$ cat config.mk
export PLATFORM = sky130hd
export DESIGN_NAME = coreDatapath
export DESIGN_NICKNAME = d
export VERILOG_FILES = /design/src/common/aluPkg.sv /design/src/common/isaPkg.sv /design/src/verilog/coreDatapath.sv /design/src/verilog/decode/aluDecoder.sv /design/src/verilog/decode/instrDecode.sv /design/src/verilog/decode/registerFile.sv /design/src/verilog/execute/alu.sv /design/src/verilog/execute/execStage.sv
export SDC_FILE = /design/constraint.sdc
export NUM_CORES = 2
export LEC_CHECK = 0
export BUFFER_PORTS_ARGS = -buffer_cell sky130_fd_sc_hd__buf_2
export CAP_MARGIN = 20
export CELL_PAD_IN_SITES_DETAIL_PLACEMENT = 1
export CELL_PAD_IN_SITES_GLOBAL_PLACEMENT = 1
export CORE_UTILIZATION = 44
export DETAILED_ROUTE_END_ITERATION = 6
export GPL_TIMING_DRIVEN = 0
export PLACE_DENSITY = 0.81
export REMOVE_ABC_BUFFERS = 1
export SYNTH_ARGS = -nofsm -noshare
export SYNTH_HDL_FRONTEND = slang
export SYNTH_SLANG_ARGS = --single-unit
$ cat constraint.sdc
create_clock -name clk -period 8.4 [get_ports clk]
set_clock_uncertainty 0.2 [all_clocks]
set_input_delay 0 -clock clk [delete_from_list [all_inputs] [get_ports clk]]
set_output_delay 0 -clock clk [all_outputs]
set_load 0.05 [all_outputs]
$ cat src/common/aluPkg.sv
`default_nettype none

package aluPkg;

	// operation class chosen by the decoder from the opcode
	typedef enum logic [1:0] {
		aluOpAdd    = 2'b00,
		aluOpBranch = 2'b01,
		aluOpFunct  = 2'b10,
		aluOpUnset  = 2'b11
	} aluOpT;

	typedef enum logic [3:0] {
		aluAdd  = 4'b0000,
		aluSub  = 4'b0001,
		aluAnd  = 4'b0010,
		aluOr   = 4'b0011,
		aluXor  = 4'b0100,
		aluSll  = 4'b0101,
		aluSrl  = 4'b0110,
		aluSra  = 4'b0111,
		aluSlt  = 4'b1000,
		aluSltu = 4'b1001
	} aluCtrlT;

endpackage

`default_nettype wire

$ cat src/common/isaPkg.sv
`default_nettype none

package isaPkg;

	// base opcodes of the RV32I subset handled here
	typedef enum logic [6:0] {
		opR     = 7'b0110011,
		opImm   = 7'b0010011,
		opLoad  = 7'b0000011,
		opStore = 7'b0100011,
		opBranch = 7'b1100011,
		opJal   = 7'b1101111,
		opJalr  = 7'b1100111,
		opLui   = 7'b0110111,
		opAuipc = 7'b0010111
	} opcodeT;

	localparam logic [2:0] f3AddSub = 3'b000;
	localparam logic [2:0] f3Sll    = 3'b001;
	localparam logic [2:0] f3Slt    = 3'b010;
	localparam logic [2:0] f3Sltu   = 3'b011;
	localparam logic [2:0] f3Xor    = 3'b100;
	localparam logic [2:0] f3Srl    = 3'b101; // srl and sra share this code
	localparam logic [2:0] f3Or     = 3'b110;
	localparam logic [2:0] f3And    = 3'b111;

	localparam logic [2:0] f3Beq  = 3'b000;
	localparam logic [2:0] f3Bne  = 3'b001;
	localparam logic [2:0] f3Blt  = 3'b100;
	localparam logic [2:0] f3Bge  = 3'b101;
	localparam logic [2:0] f3Bltu = 3'b110;
	localparam logic [2:0] f3Bgeu = 3'b111;

	typedef struct packed {
		logic [6:0] funct7;
		logic [4:0] rs2;
		logic [4:0] rs1;
		logic [2:0] funct3;
		logic [4:0] rd;
		logic [6:0] opcode;
	} rFmtT;

	typedef struct packed {
		logic [11:0] imm;
		logic [4:0] rs1;
		logic [2:0] funct3;
		logic [4:0] rd;
		logic [6:0] opcode;
	} iFmtT;

	typedef struct packed {
		logic [6:0] immHi;
		logic [4:0] rs2;
		logic [4:0] rs1;
		logic [2:0] funct3;
		logic [4:0] immLo;
		logic [6:0] opcode;
	} sFmtT;

	typedef struct packed {
		logic imm12;
		logic [5:0] imm10to5;
		logic [4:0] rs2;
		logic [4:0] rs1;
		logic [2:0] funct3;
		logic [3:0] imm4to1;
		logic imm11;
		logic [6:0] opcode;
	} bFmtT;

	typedef struct packed {
		logic [19:0] imm;
		logic [4:0] rd;
		logic [6:0] opcode;
	} uFmtT;

	typedef struct packed {
		logic imm20;
		logic [9:0] imm10to1;
		logic imm11;
		logic [7:0] imm19to12;
		logic [4:0] rd;
		logic [6:0] opcode;
	} jFmtT;

	// one instruction word, viewed through each encoding format
	typedef union packed {
		rFmtT rFmt;
		iFmtT iFmt;
		sFmtT sFmt;
		bFmtT bFmt;
		uFmtT uFmt;
		jFmtT jFmt;
	} instrT;

endpackage

`default_nettype wire

$ cat src/verilog/coreDatapath.sv
`default_nettype none

module coreDatapath #(
	parameter int NumRegs = 32 // 16 for RV32E
) (
	input wire clk,
	input wire arstN,
	input wire instrValid,
	input wire isaPkg::instrT instr,
	input wire [31:0] pc,
	output logic resultValid,
	output logic [4:0] rdAddr,
	output logic [31:0] rdData,
	output logic rdWrite,
	output logic memValid,
	output logic memWrite,
	output logic [31:0] memAddr,
	output logic [31:0] storeData,
	output logic branchTaken,
	output logic [31:0] branchTarget,
	output logic illegal
);

	import isaPkg::*;
	import aluPkg::*;

	opcodeT decOpcode;
	logic [2:0] decFunct3;
	logic [4:0] decRdAddr;
	logic [31:0] decRs1Data;
	logic [31:0] decRs2Data;
	logic [31:0] decImmExt;
	aluCtrlT decAluCtrl;
	logic decIllegal;

	// write-back loop from execute into the register file
	logic wbEn;
	logic [4:0] wbAddr;
	logic [31:0] wbData;

	instrDecode #(
		.NumRegs(NumRegs)
	) uDecode (
		.clk(clk),
		.arstN(arstN),
		.instr(instr),
		.wbEn(wbEn),
		.wbAddr(wbAddr),
		.wbData(wbData),
		.opcode(decOpcode),
		.funct3(decFunct3),
		.rdAddr(decRdAddr),
		.rs1Data(decRs1Data),
		.rs2Data(decRs2Data),
		.immExt(decImmExt),
		.aluCtrl(decAluCtrl),
		.illegal(decIllegal)
	);

	execStage uExec (
		.clk(clk),
		.arstN(arstN),
		.instrValid(instrValid),
		.pc(pc),
		.opcode(decOpcode),
		.funct3(decFunct3),
		.rdAddr(decRdAddr),
		.rs1Data(decRs1Data),
		.rs2Data(decRs2Data),
		.immExt(decImmExt),
		.aluCtrl(decAluCtrl),
		.illegalIn(decIllegal),
		.wbEn(wbEn),
		.wbAddr(wbAddr),
		.wbData(wbData),
		.resultValid(resultValid),
		.rdAddrQ(rdAddr),
		.rdData(rdData),
		.rdWrite(rdWrite),
		.memValid(memValid),
		.memWrite(memWrite),
		.memAddr(memAddr),
		.storeData(storeData),
		.branchTaken(branchTaken),
		.branchTarget(branchTarget),
		.illegal(illegal)
	);

endmodule

`default_nettype wire

$ cat src/verilog/decode/aluDecoder.sv
`default_nettype none

module aluDecoder (
	input wire aluPkg::aluOpT aluOp,
	input wire [2:0] funct3,
	input wire funct7b5,
	input wire isRType,
	output aluPkg::aluCtrlT aluCtrl
);

	import isaPkg::*;
	import aluPkg::*;

	always_comb begin
		case (aluOp)
			aluOpBranch: begin
				case (funct3)
					f3Beq, f3Bne: aluCtrl = aluSub; // equality through zero flag
					f3Blt, f3Bge: aluCtrl = aluSlt;
					default: aluCtrl = aluSltu;
				endcase
			end
			aluOpFunct: begin
				case (funct3)
					f3AddSub: aluCtrl = (isRType && funct7b5) ? aluSub : aluAdd; // addi has no sub
					f3Sll: aluCtrl = aluSll;
					f3Slt: aluCtrl = aluSlt;
					f3Sltu: aluCtrl = aluSltu;
					f3Xor: aluCtrl = aluXor;
					f3Srl: aluCtrl = funct7b5 ? aluSra : aluSrl;
					f3Or: aluCtrl = aluOr;
					default: aluCtrl = aluAnd;
				endcase
			end
			default: aluCtrl = aluAdd; // aluOpAdd and unset
		endcase
	end

endmodule

`default_nettype wire

$ cat src/verilog/decode/instrDecode.sv
`default_nettype none

module instrDecode #(
	parameter int NumRegs = 32
) (
	input wire clk,
	input wire arstN,
	input wire isaPkg::instrT instr,
	input wire wbEn,
	input wire [4:0] wbAddr,
	input wire [31:0] wbData,
	output isaPkg::opcodeT opcode,
	output logic [2:0] funct3,
	output logic [4:0] rdAddr,
	output logic [31:0] rs1Data,
	output logic [31:0] rs2Data,
	output logic [31:0] immExt,
	output aluPkg::aluCtrlT aluCtrl,
	output logic illegal
);

	import isaPkg::*;
	import aluPkg::*;

	logic [4:0] rs1Addr;
	logic [4:0] rs2Addr;
	aluOpT aluOp;
	logic isShiftImm;
	logic funct7b5;

	assign opcode = opcodeT'(instr.rFmt.opcode); // same bits in every format

	// funct7 only matters for R-type and for the immediate shifts
	assign isShiftImm = (opcode == opImm) &&
		(instr.iFmt.funct3 == f3Sll || instr.iFmt.funct3 == f3Srl);
	assign funct7b5 = (opcode == opR || isShiftImm) ? instr.rFmt.funct7[5] : 1'b0;

	always_comb begin
		rs1Addr = '0;
		rs2Addr = '0;
		rdAddr = '0;
		funct3 = '0;
		immExt = '0;
		aluOp = aluOpUnset;
		illegal = 1'b0;
		case (opcode)
			opR: begin
				rs1Addr = instr.rFmt.rs1;
				rs2Addr = instr.rFmt.rs2;
				rdAddr = instr.rFmt.rd;
				funct3 = instr.rFmt.funct3;
				aluOp = aluOpFunct;
			end
			opImm, opLoad, opJalr: begin
				rs1Addr = instr.iFmt.rs1;
				rdAddr = instr.iFmt.rd;
				immExt = {{20{instr.iFmt.imm[11]}}, instr.iFmt.imm};
				if (opcode == opImm) begin
					funct3 = instr.iFmt.funct3;
					aluOp = aluOpFunct;
				end else begin
					funct3 = (opcode == opLoad) ? instr.iFmt.funct3 : 3'b000;
					aluOp = aluOpAdd; // rs1 + imm
				end
			end
			opStore: begin
				rs1Addr = instr.sFmt.rs1;
				rs2Addr = instr.sFmt.rs2;
				funct3 = instr.sFmt.funct3;
				immExt = {{20{instr.sFmt.immHi[6]}}, instr.sFmt.immHi, instr.sFmt.immLo};
				aluOp = aluOpAdd;
			end
			opBranch: begin
				rs1Addr = instr.bFmt.rs1;
				rs2Addr = instr.bFmt.rs2;
				funct3 = instr.bFmt.funct3;
				immExt = {{19{instr.bFmt.imm12}}, instr.bFmt.imm12, instr.bFmt.imm11,
					instr.bFmt.imm10to5, instr.bFmt.imm4to1, 1'b0};
				aluOp = aluOpBranch;
			end
			opLui, opAuipc: begin
				rdAddr = instr.uFmt.rd;
				immExt = {instr.uFmt.imm, 12'b0};
				aluOp = aluOpAdd; // operand a supplies zero or pc
			end
			opJal: begin
				rdAddr = instr.jFmt.rd;
				immExt = {{11{instr.jFmt.imm20}}, instr.jFmt.imm20, instr.jFmt.imm19to12,
					instr.jFmt.imm11, instr.jFmt.imm10to1, 1'b0};
			end
			default: illegal = 1'b1;
		endcase
	end

	aluDecoder uAluDec (
		.aluOp(aluOp),
		.funct3(funct3),
		.funct7b5(funct7b5),
		.isRType(opcode == opR),
		.aluCtrl(aluCtrl)
	);

	registerFile #(
		.NumRegs(NumRegs)
	) uRegFile (
		.clk(clk),
		.arstN(arstN),
		.rAddr1(rs1Addr),
		.rAddr2(rs2Addr),
		.wEn(wbEn),
		.wAddr(wbAddr),
		.wData(wbData),
		.rData1(rs1Data),
		.rData2(rs2Data)
	);

endmodule

`default_nettype wire

$ cat src/verilog/decode/registerFile.sv
`default_nettype none

module registerFile #(
	parameter int NumRegs = 32
) (
	input wire clk,
	input wire arstN,
	input wire [4:0] rAddr1,
	input wire [4:0] rAddr2,
	input wire wEn,
	input wire [4:0] wAddr,
	input wire [31:0] wData,
	output logic [31:0] rData1,
	output logic [31:0] rData2
);

	logic [31:0] regs [NumRegs];

	always_ff @(posedge clk or negedge arstN) begin
		if (!arstN) begin
			for (int i = 0; i < NumRegs; i++) begin
				regs[i] <= '0;
			end
		end else if (wEn && wAddr != 5'd0 && wAddr < NumRegs) begin
			regs[wAddr] <= wData;
		end
	end

	// x0 and indices past the bank read as zero
	assign rData1 = (rAddr1 != 5'd0 && rAddr1 < NumRegs) ? regs[rAddr1] : '0;
	assign rData2 = (rAddr2 != 5'd0 && rAddr2 < NumRegs) ? regs[rAddr2] : '0;

endmodule

`default_nettype wire

$ cat src/verilog/execute/alu.sv
`default_nettype none

module alu (
	input wire [31:0] a,
	input wire [31:0] b,
	input wire aluPkg::aluCtrlT ctrl,
	output logic [31:0] y,
	output logic zero
);

	import aluPkg::*;

	logic [4:0] shamt;

	assign shamt = b[4:0];

	always_comb begin
		case (ctrl)
			aluAdd: y = a + b;
			aluSub: y = a - b;
			aluAnd: y = a & b;
			aluOr: y = a | b;
			aluXor: y = a ^ b;
			aluSll: y = a << shamt;
			aluSrl: y = a >> shamt;
			aluSra: y = $signed(a) >>> shamt; // keeps the sign bit
			aluSlt: y = {31'b0, $signed(a) < $signed(b)};
			aluSltu: y = {31'b0, a < b};
			default: y = '0;
		endcase
	end

	assign zero = (y == 32'd0); // used by the branch decision

endmodule

`default_nettype wire

$ cat src/verilog/execute/execStage.sv
`default_nettype none

module execStage (
	input wire clk,
	input wire arstN,
	input wire instrValid,
	input wire [31:0] pc,
	input wire isaPkg::opcodeT opcode,
	input wire [2:0] funct3,
	input wire [4:0] rdAddr,
	input wire [31:0] rs1Data,
	input wire [31:0] rs2Data,
	input wire [31:0] immExt,
	input wire aluPkg::aluCtrlT aluCtrl,
	input wire illegalIn,
	output logic wbEn,
	output logic [4:0] wbAddr,
	output logic [31:0] wbData,
	output logic resultValid,
	output logic [4:0] rdAddrQ,
	output logic [31:0] rdData,
	output logic rdWrite,
	output logic memValid,
	output logic memWrite,
	output logic [31:0] memAddr,
	output logic [31:0] storeData,
	output logic branchTaken,
	output logic [31:0] branchTarget,
	output logic illegal
);

	import isaPkg::*;

	logic [31:0] opA;
	logic [31:0] opB;
	logic [31:0] aluY;
	logic aluZero;
	logic [31:0] result;
	logic [31:0] target;
	logic isJump;
	logic isMem;
	logic writesReg;
	logic taken;

	always_comb begin
		case (opcode)
			opAuipc: opA = pc;
			opLui: opA = '0;
			default: opA = rs1Data;
		endcase
	end

	assign opB = (opcode == opR || opcode == opBranch) ? rs2Data : immExt;

	alu uAlu (
		.a(opA),
		.b(opB),
		.ctrl(aluCtrl),
		.y(aluY),
		.zero(aluZero)
	);

	assign isJump = (opcode == opJal) || (opcode == opJalr);
	assign isMem = (opcode == opLoad) || (opcode == opStore);
	assign result = isJump ? pc + 32'd4 : aluY; // link address for jumps
	assign target = (opcode == opJalr) ? {aluY[31:1], 1'b0} : pc + immExt;

	// slt/sltu leave y at one when the compare holds
	always_comb begin
		taken = 1'b0;
		if (isJump) begin
			taken = 1'b1;
		end else if (opcode == opBranch) begin
			case (funct3)
				f3Beq: taken = aluZero;
				f3Bne: taken = !aluZero;
				f3Blt, f3Bltu: taken = !aluZero;
				f3Bge, f3Bgeu: taken = aluZero;
				default: taken = 1'b0;
			endcase
		end
	end

	assign writesReg = !illegalIn && (opcode inside {opR, opImm, opLui, opAuipc, opJal, opJalr});

	// write-back lands at the same edge as the output register
	assign wbEn = instrValid && writesReg && (rdAddr != 5'd0);
	assign wbAddr = rdAddr;
	assign wbData = result;

	always_ff @(posedge clk or negedge arstN) begin
		if (!arstN) begin
			resultValid <= 1'b0;
			rdWrite <= 1'b0;
			memValid <= 1'b0;
			memWrite <= 1'b0;
			branchTaken <= 1'b0;
			illegal <= 1'b0;
		end else begin
			resultValid <= instrValid;
			rdWrite <= wbEn;
			memValid <= instrValid && isMem;
			memWrite <= instrValid && (opcode == opStore);
			branchTaken <= instrValid && taken;
			illegal <= instrValid && illegalIn;
		end
	end

	always_ff @(posedge clk) begin
		if (instrValid) begin
			rdAddrQ <= rdAddr;
			rdData <= result;
			memAddr <= aluY; // rs1 + imm for loads and stores
			storeData <= rs2Data;
			branchTarget <= target;
		end
	end

endmodule

`default_nettype wire
==> results of run 1 <==
## through the flow
stage	util (%)	setup TNS [ps]	cell area (sq um)
floorplan	-	-6853930	69470
global placement	44.44	-	73230
detailed placement	48.35	-2056650	79690
CTS	52.21	0	86040
## timing repair
action	4_1_cts
setup buffers	55
endpoints found under the hold margin	1033
gates resized for setup	116
cloned	17
hold buffers	64
endpoints found under the setup margin	1022
pin swaps	42
## logic make-up after synthesis
kind of cell	after synthesis	synth area share [%]
xor+xnor	66	0.7925
flops	1162	40.78
simple gates	2813	16.84
fa+ha+maj	136	2.364
mux	573	9.253
buf+inv	1008	5.872
compound gates	2795	24.10
## per-layer routing
| metal | overflow | global-route usage [%] |
|---|---|---|
| met5 | 0 | 40.92 |
| met4 | 41 | 64.24 |
| met3 | 6 | 58.55 |
| met2 | 80 | 83.37 |
| met1 | 9 | 70.28 |
==> qor.yml, run 1 <==
outcome:
  status: "did not finish"
  haltStage: "global routing (5_1_grt)"
  error_line: "[ERROR GRT-0232] Routing congestion too high. Check the congestion heatmap in the GUI."
synth:
  synth.cell_area_sq_um: 72940
  synth_edf_count: 133
  yosysTopAreaCell: "dfrtp_1"
  syn_avg_cell_area_sq_um: 8.528
  ys_seq_area_share_pct: 40.78
  yosysMostFrequentCell: "nand2_1"
  synth_commonest_cells: "nand2_1 (1,674), o21ai_0 (1,280), dfrtp_1 (1,029)"
  ys.flop_type: "dfrtp_1"
  synth_area_leaders: "dfrtp_1 (35%), o21ai_0 (8.8%), nand2_1 (8.6%)"
  synth_top_area_share_pct: 35.30
  netlist-cell-type-count: 129
  ys_ff_latch: 1162
  synthCells: 8553
  async_flop_share_pct: 88.55
  yosysWarnings: 0
timing:
  worstEpCategory: "register input"
  postGrtWorstEndpoint: "uExec.branchTaken$_DFF_PN0_/D"
clock_network:
  ctsRootBufferMaster: "clkbuf_16"
  cts_max_level: 4
  numCtsBuffers: 136
  cts_sinks: 1162
  cts_buffer_depth: 3
grt:
  grt_remaining_overflow: 136
  antenna_found_initial: 133
  grt_max_degree: 164
  grt_util_all_layers_pct: 69.84
placement:
  dp.cells: 10460
  post-place-ws_ps: -3945
  portBuffers: 205
  gp_congestion: 1.040
  hpwlAfterDp_um: 295500
floorplanning:
  rows: 149
  fp.dieH_um: 409.2
  fp.dieW_um: 409.2
  io_pins: 206
  start_util_pct: 44.26
==> run 2: changes to the inputs <==
--- a/config.mk
+++ b/config.mk
@@ -7,12 +7,10 @@
 export LEC_CHECK = 0
 export BUFFER_PORTS_ARGS = -buffer_cell sky130_fd_sc_hd__buf_2
 export CAP_MARGIN = 20
-export CELL_PAD_IN_SITES_DETAIL_PLACEMENT = 1
-export CELL_PAD_IN_SITES_GLOBAL_PLACEMENT = 1
-export CORE_UTILIZATION = 44
+export CORE_UTILIZATION = 40
 export DETAILED_ROUTE_END_ITERATION = 6
 export GPL_TIMING_DRIVEN = 0
-export PLACE_DENSITY = 0.81
+export PLACE_DENSITY_LB_ADDON = 0.15
 export REMOVE_ABC_BUFFERS = 1
 export SYNTH_ARGS = -nofsm -noshare
 export SYNTH_HDL_FRONTEND = slang
==> constraint.sdc (replaced) <==
create_clock -name clk -period 10.9 [get_ports clk]
set_clock_uncertainty 0.2 [all_clocks]
set_input_delay 0 -clock clk [delete_from_list [all_inputs] [get_ports clk]]
set_output_delay 0 -clock clk [all_outputs]
set_load 0.05 [all_outputs]
==> qor.yml, run 2 <==
finish:
  nNetsFinal: 8735
  utilization_pct: 47.51
  drive_gt1_share_pct: 14.44
  regMostFlops: "uDecode.uRegFile.regs"
  largest_reg_flops: 1023
  syn2layout_area_growth_pct: 17.86
  instances_no_fill: 11050
  fill_cells: 17220
  final_common_cell: "nand2_1"
  most-common-layout-cells: "nand2_1 (1,647), o21ai_0 (1,248), dfrtp_1 (1,029)"
synth:
  synth.cell_area_sq_um: 72940  # unchanged
  synth_top_area_share_pct: 35.30  # unchanged
  synth_commonest_cells: "nand2_1 (1,674), o21ai_0 (1,280), dfrtp_1 (1,029)"  # unchanged
  netlist-cell-type-count: 129  # unchanged
  synth_mux_area_share_pct: 9.253  # unchanged
  synth-compound-area-share_pct: 24.10  # unchanged
  synth_area_leaders: "dfrtp_1 (35%), o21ai_0 (8.8%), nand2_1 (8.6%)"  # unchanged
  syn_avg_cell_area_sq_um: 8.528  # unchanged
  ys.flop_type: "dfrtp_1"  # unchanged
  synthCells: 8553  # unchanged
  synth_top_family_by_area: "compound AO/OA/AOI/OAI gates"  # unchanged
  ys_seq_area_share_pct: 40.78  # unchanged
  synth_xor_area_share_pct: 0.7925  # unchanged
  yosys.area_share.simple_pct: 16.84  # unchanged
  yosysWarnings: 0  # unchanged
  synthAdderAreaFrac_pct: 2.364  # unchanged
  yosysTopAreaCell: "dfrtp_1"  # unchanged
  synth_edf_count: 133  # unchanged
  async_flop_share_pct: 88.55  # unchanged
  ys_ff_latch: 1162  # unchanged
  yosysMostFrequentCell: "nand2_1"  # unchanged
detailed_routing:
  via_per_inst: 6.775
  vias: 74870
  drt_first_iter_violations: 11420
  first_pass_iters: 7
  antenna_left: 0
  drt-total-wl_um: 406200
  wl_per_cell_um: 36.76
  drc: 6
setup_path:
  cp-end-kind: "flop"
  crit_start: "instr[16]"
  worstPathRequired_ps: 11420
  crit_path_top_delay_cell: "a21oi_4"
  start_kind: "input port"
  crit_top_cell: "a221oi_1"
  reg2regPathDepth: 29
  slowest_delay_ps: 1060
  path_class: "in -> reg"
  path_max_fanout: 82
  worstReg2RegStart: "uDecode.uRegFile.regs[65]$_DFFE_PN0P_"
  critPathArrivalTime_ps: 11520
grt:
  grt_max_degree: 158
  gr-max-usage-layer: "met2"
  grt_remaining_overflow: 0
  grt_pass1_vias: 69280
  grt_use_met2_pct: 62.02
  grt_util_all_layers_pct: 43.04
  grt_pass1_wl_um: 558300
  antenna_found_initial: 44
  grt_use_met1_pct: 51.26
  met3_usage_pct: 15.93
hold_path:
  hp-start: "instrValid"
  hold_depth: 2
  min_path_type: "in -> reg"
power:
  power.density_nw_per_um2: 121.7
  p_leak_nw: 36.27
  vdd_drop_max_mv: 0.1304
  power.total_mw: 10.46
clock_network:
  numCtsBuffers: 140  # was 136
  ctsRootBufferMaster: "clkbuf_16"  # unchanged
  clk_pin_slew_ps: 70
  cts_buffer_depth: 3  # unchanged
  clk_latency_ps: 860
  cts_tree: "built"
  cts_max_level: 4  # unchanged
  cts_sinks: 1162  # unchanged
floorplanning:
  start_util_pct: 40.31  # was 44.26%
  die-area_sq_um: 184100
  io_pins: 206  # unchanged
  core_sq_um: 180900
  fp.dieH_um: 429.0  # was 409.2 um
  fp.dieW_um: 429.0  # was 409.2 um
  rows: 156  # was 149
timing:
  period_share_pct: 101.0
  slew_violations: 0
  max_freq_mhz: 90.87
  whs_ps: 19.25
  grt_setup_unrepaired: "false"
  worst_pin_slew_ps: 1477
  max_slew_margin_pct: 1.261
  fin_setup_tns_ps: -104.5
  finalHoldViolations: 0
  worst_slack_ps: -104.5
  min_period_ps: 11000
  setup_viol_count_final: 1
placement:
  dp.cells: 10660  # was 10,460
  portBuffers: 205  # unchanged
  hpwlAfterDp_um: 283600  # was 295,500 um
  gp_congestion: 1.032  # was 1.040
job:
  maxCapViolCount: 1
outcome:
  status: "finished with violations"  # was did not finish
  violations: "DRC, capacitance limit, setup timing"
[run 2: cell counts after synthesis]
No cell type changed its count.
[run 2: layout make-up]
| type | count | area, sq um | share of cell area, % |
|---|---|---|---|
| flip-flops and latches | 1162 | 29740 | 34.60 |
| inverters | 213 | 824.5 | 0.9591 |
| diodes | 36 | 90.09 | 0.1048 |
| multi-input cells | 6383 | 40040 | 46.58 |
| clock inverters | 50 | 544.3 | 0.6331 |
| repair buffers | 632 | 7747 | 9.012 |
| well taps | 2370 | 2965 | 3.449 |
| clock buffers | 204 | 4009 | 4.663 |
[run 2: worst paths after layout]
| path | to | slack (ps) |
|---|---|---|
| max in group asynchronous | uDecode.uRegFile.regs[132]$_DFFE_PN0P_ | 8140 |
| min in group asynchronous | uDecode.uRegFile.regs[58]$_DFFE_PN0P_ | 240 |
| worst min-delay path | uExec.branchTarget[1]$_DFFE_PP_ | 20 |
| worst max-delay path | uExec.branchTaken$_DFF_PN0_ | -100 |
| worst max register to register | uExec.branchTaken$_DFF_PN0_ | 1320 |
| worst min register to register | uDecode.uRegFile.regs[996]$_DFFE_PN0P_ | 180 |
[run 2: logic make-up (layout without fill, tap and decap cells)]
kind of cell / count (synthesis) / after routing
XOR/XNOR: 66 / 66
adder cells (fa/ha/maj): 136 / 136
AO/OA/AOI/OAI: 2795 / 2795
flip-flops: 1162 / 1162
other: 0 / 36
buffers and inverters: 1008 / 1099
multiplexers: 573 / 573
AND/OR/NAND/NOR: 2813 / 2813
[run 2: worst max-delay path, delay by kind of cell]
kind            cells  cell delay [ps]
buf+inv             5             1520
fa+ha+maj           2              800
mux                 1              340
compound gates     11             4590
xor+xnor            1              170
simple gates       11             3850
[run 2: where the power goes]
part           internal, mW  switching, mW
logic                 0.304          0.912
clock network          2.73           2.08
registers              4.43         0.0104
[run 2: repair_timing]
action / 4_1_cts / 5_1_grt
resized for setup: 1 / 4
setup buffers: 0 / 4
pin swaps: 0 / 3
endpoints found under the hold margin: 1813 / 0
setup endpoints to repair: 1 / 1
hold buffers: 82 / 0
[run 2: metal layers]
| metal | wire length [um] | up-vias | part of all wire, % |
|---|---|---|---|
| li1 | - | 30970 | - |
| met1 | 146400 | 36510 | 36 |
| met2 | 168800 | 5660 | 42 |
| met3 | 50710 | 1690 | 12 |
| met4 | 39950 | 38 | 9.8 |
| met5 | 369 | - | 0.091 |
[run 2: metrics by stage]
stage	setup slack [ps]	instance area, sq um
after floorplan	-4967	69470
after global placement	-37660	73460
after detailed placement	-852.4	80260
after CTS	13.48	85650
after global routing	4.384	85900
final	-104.5	85970
Note: power is estimated with default switching activity, not from simulation.
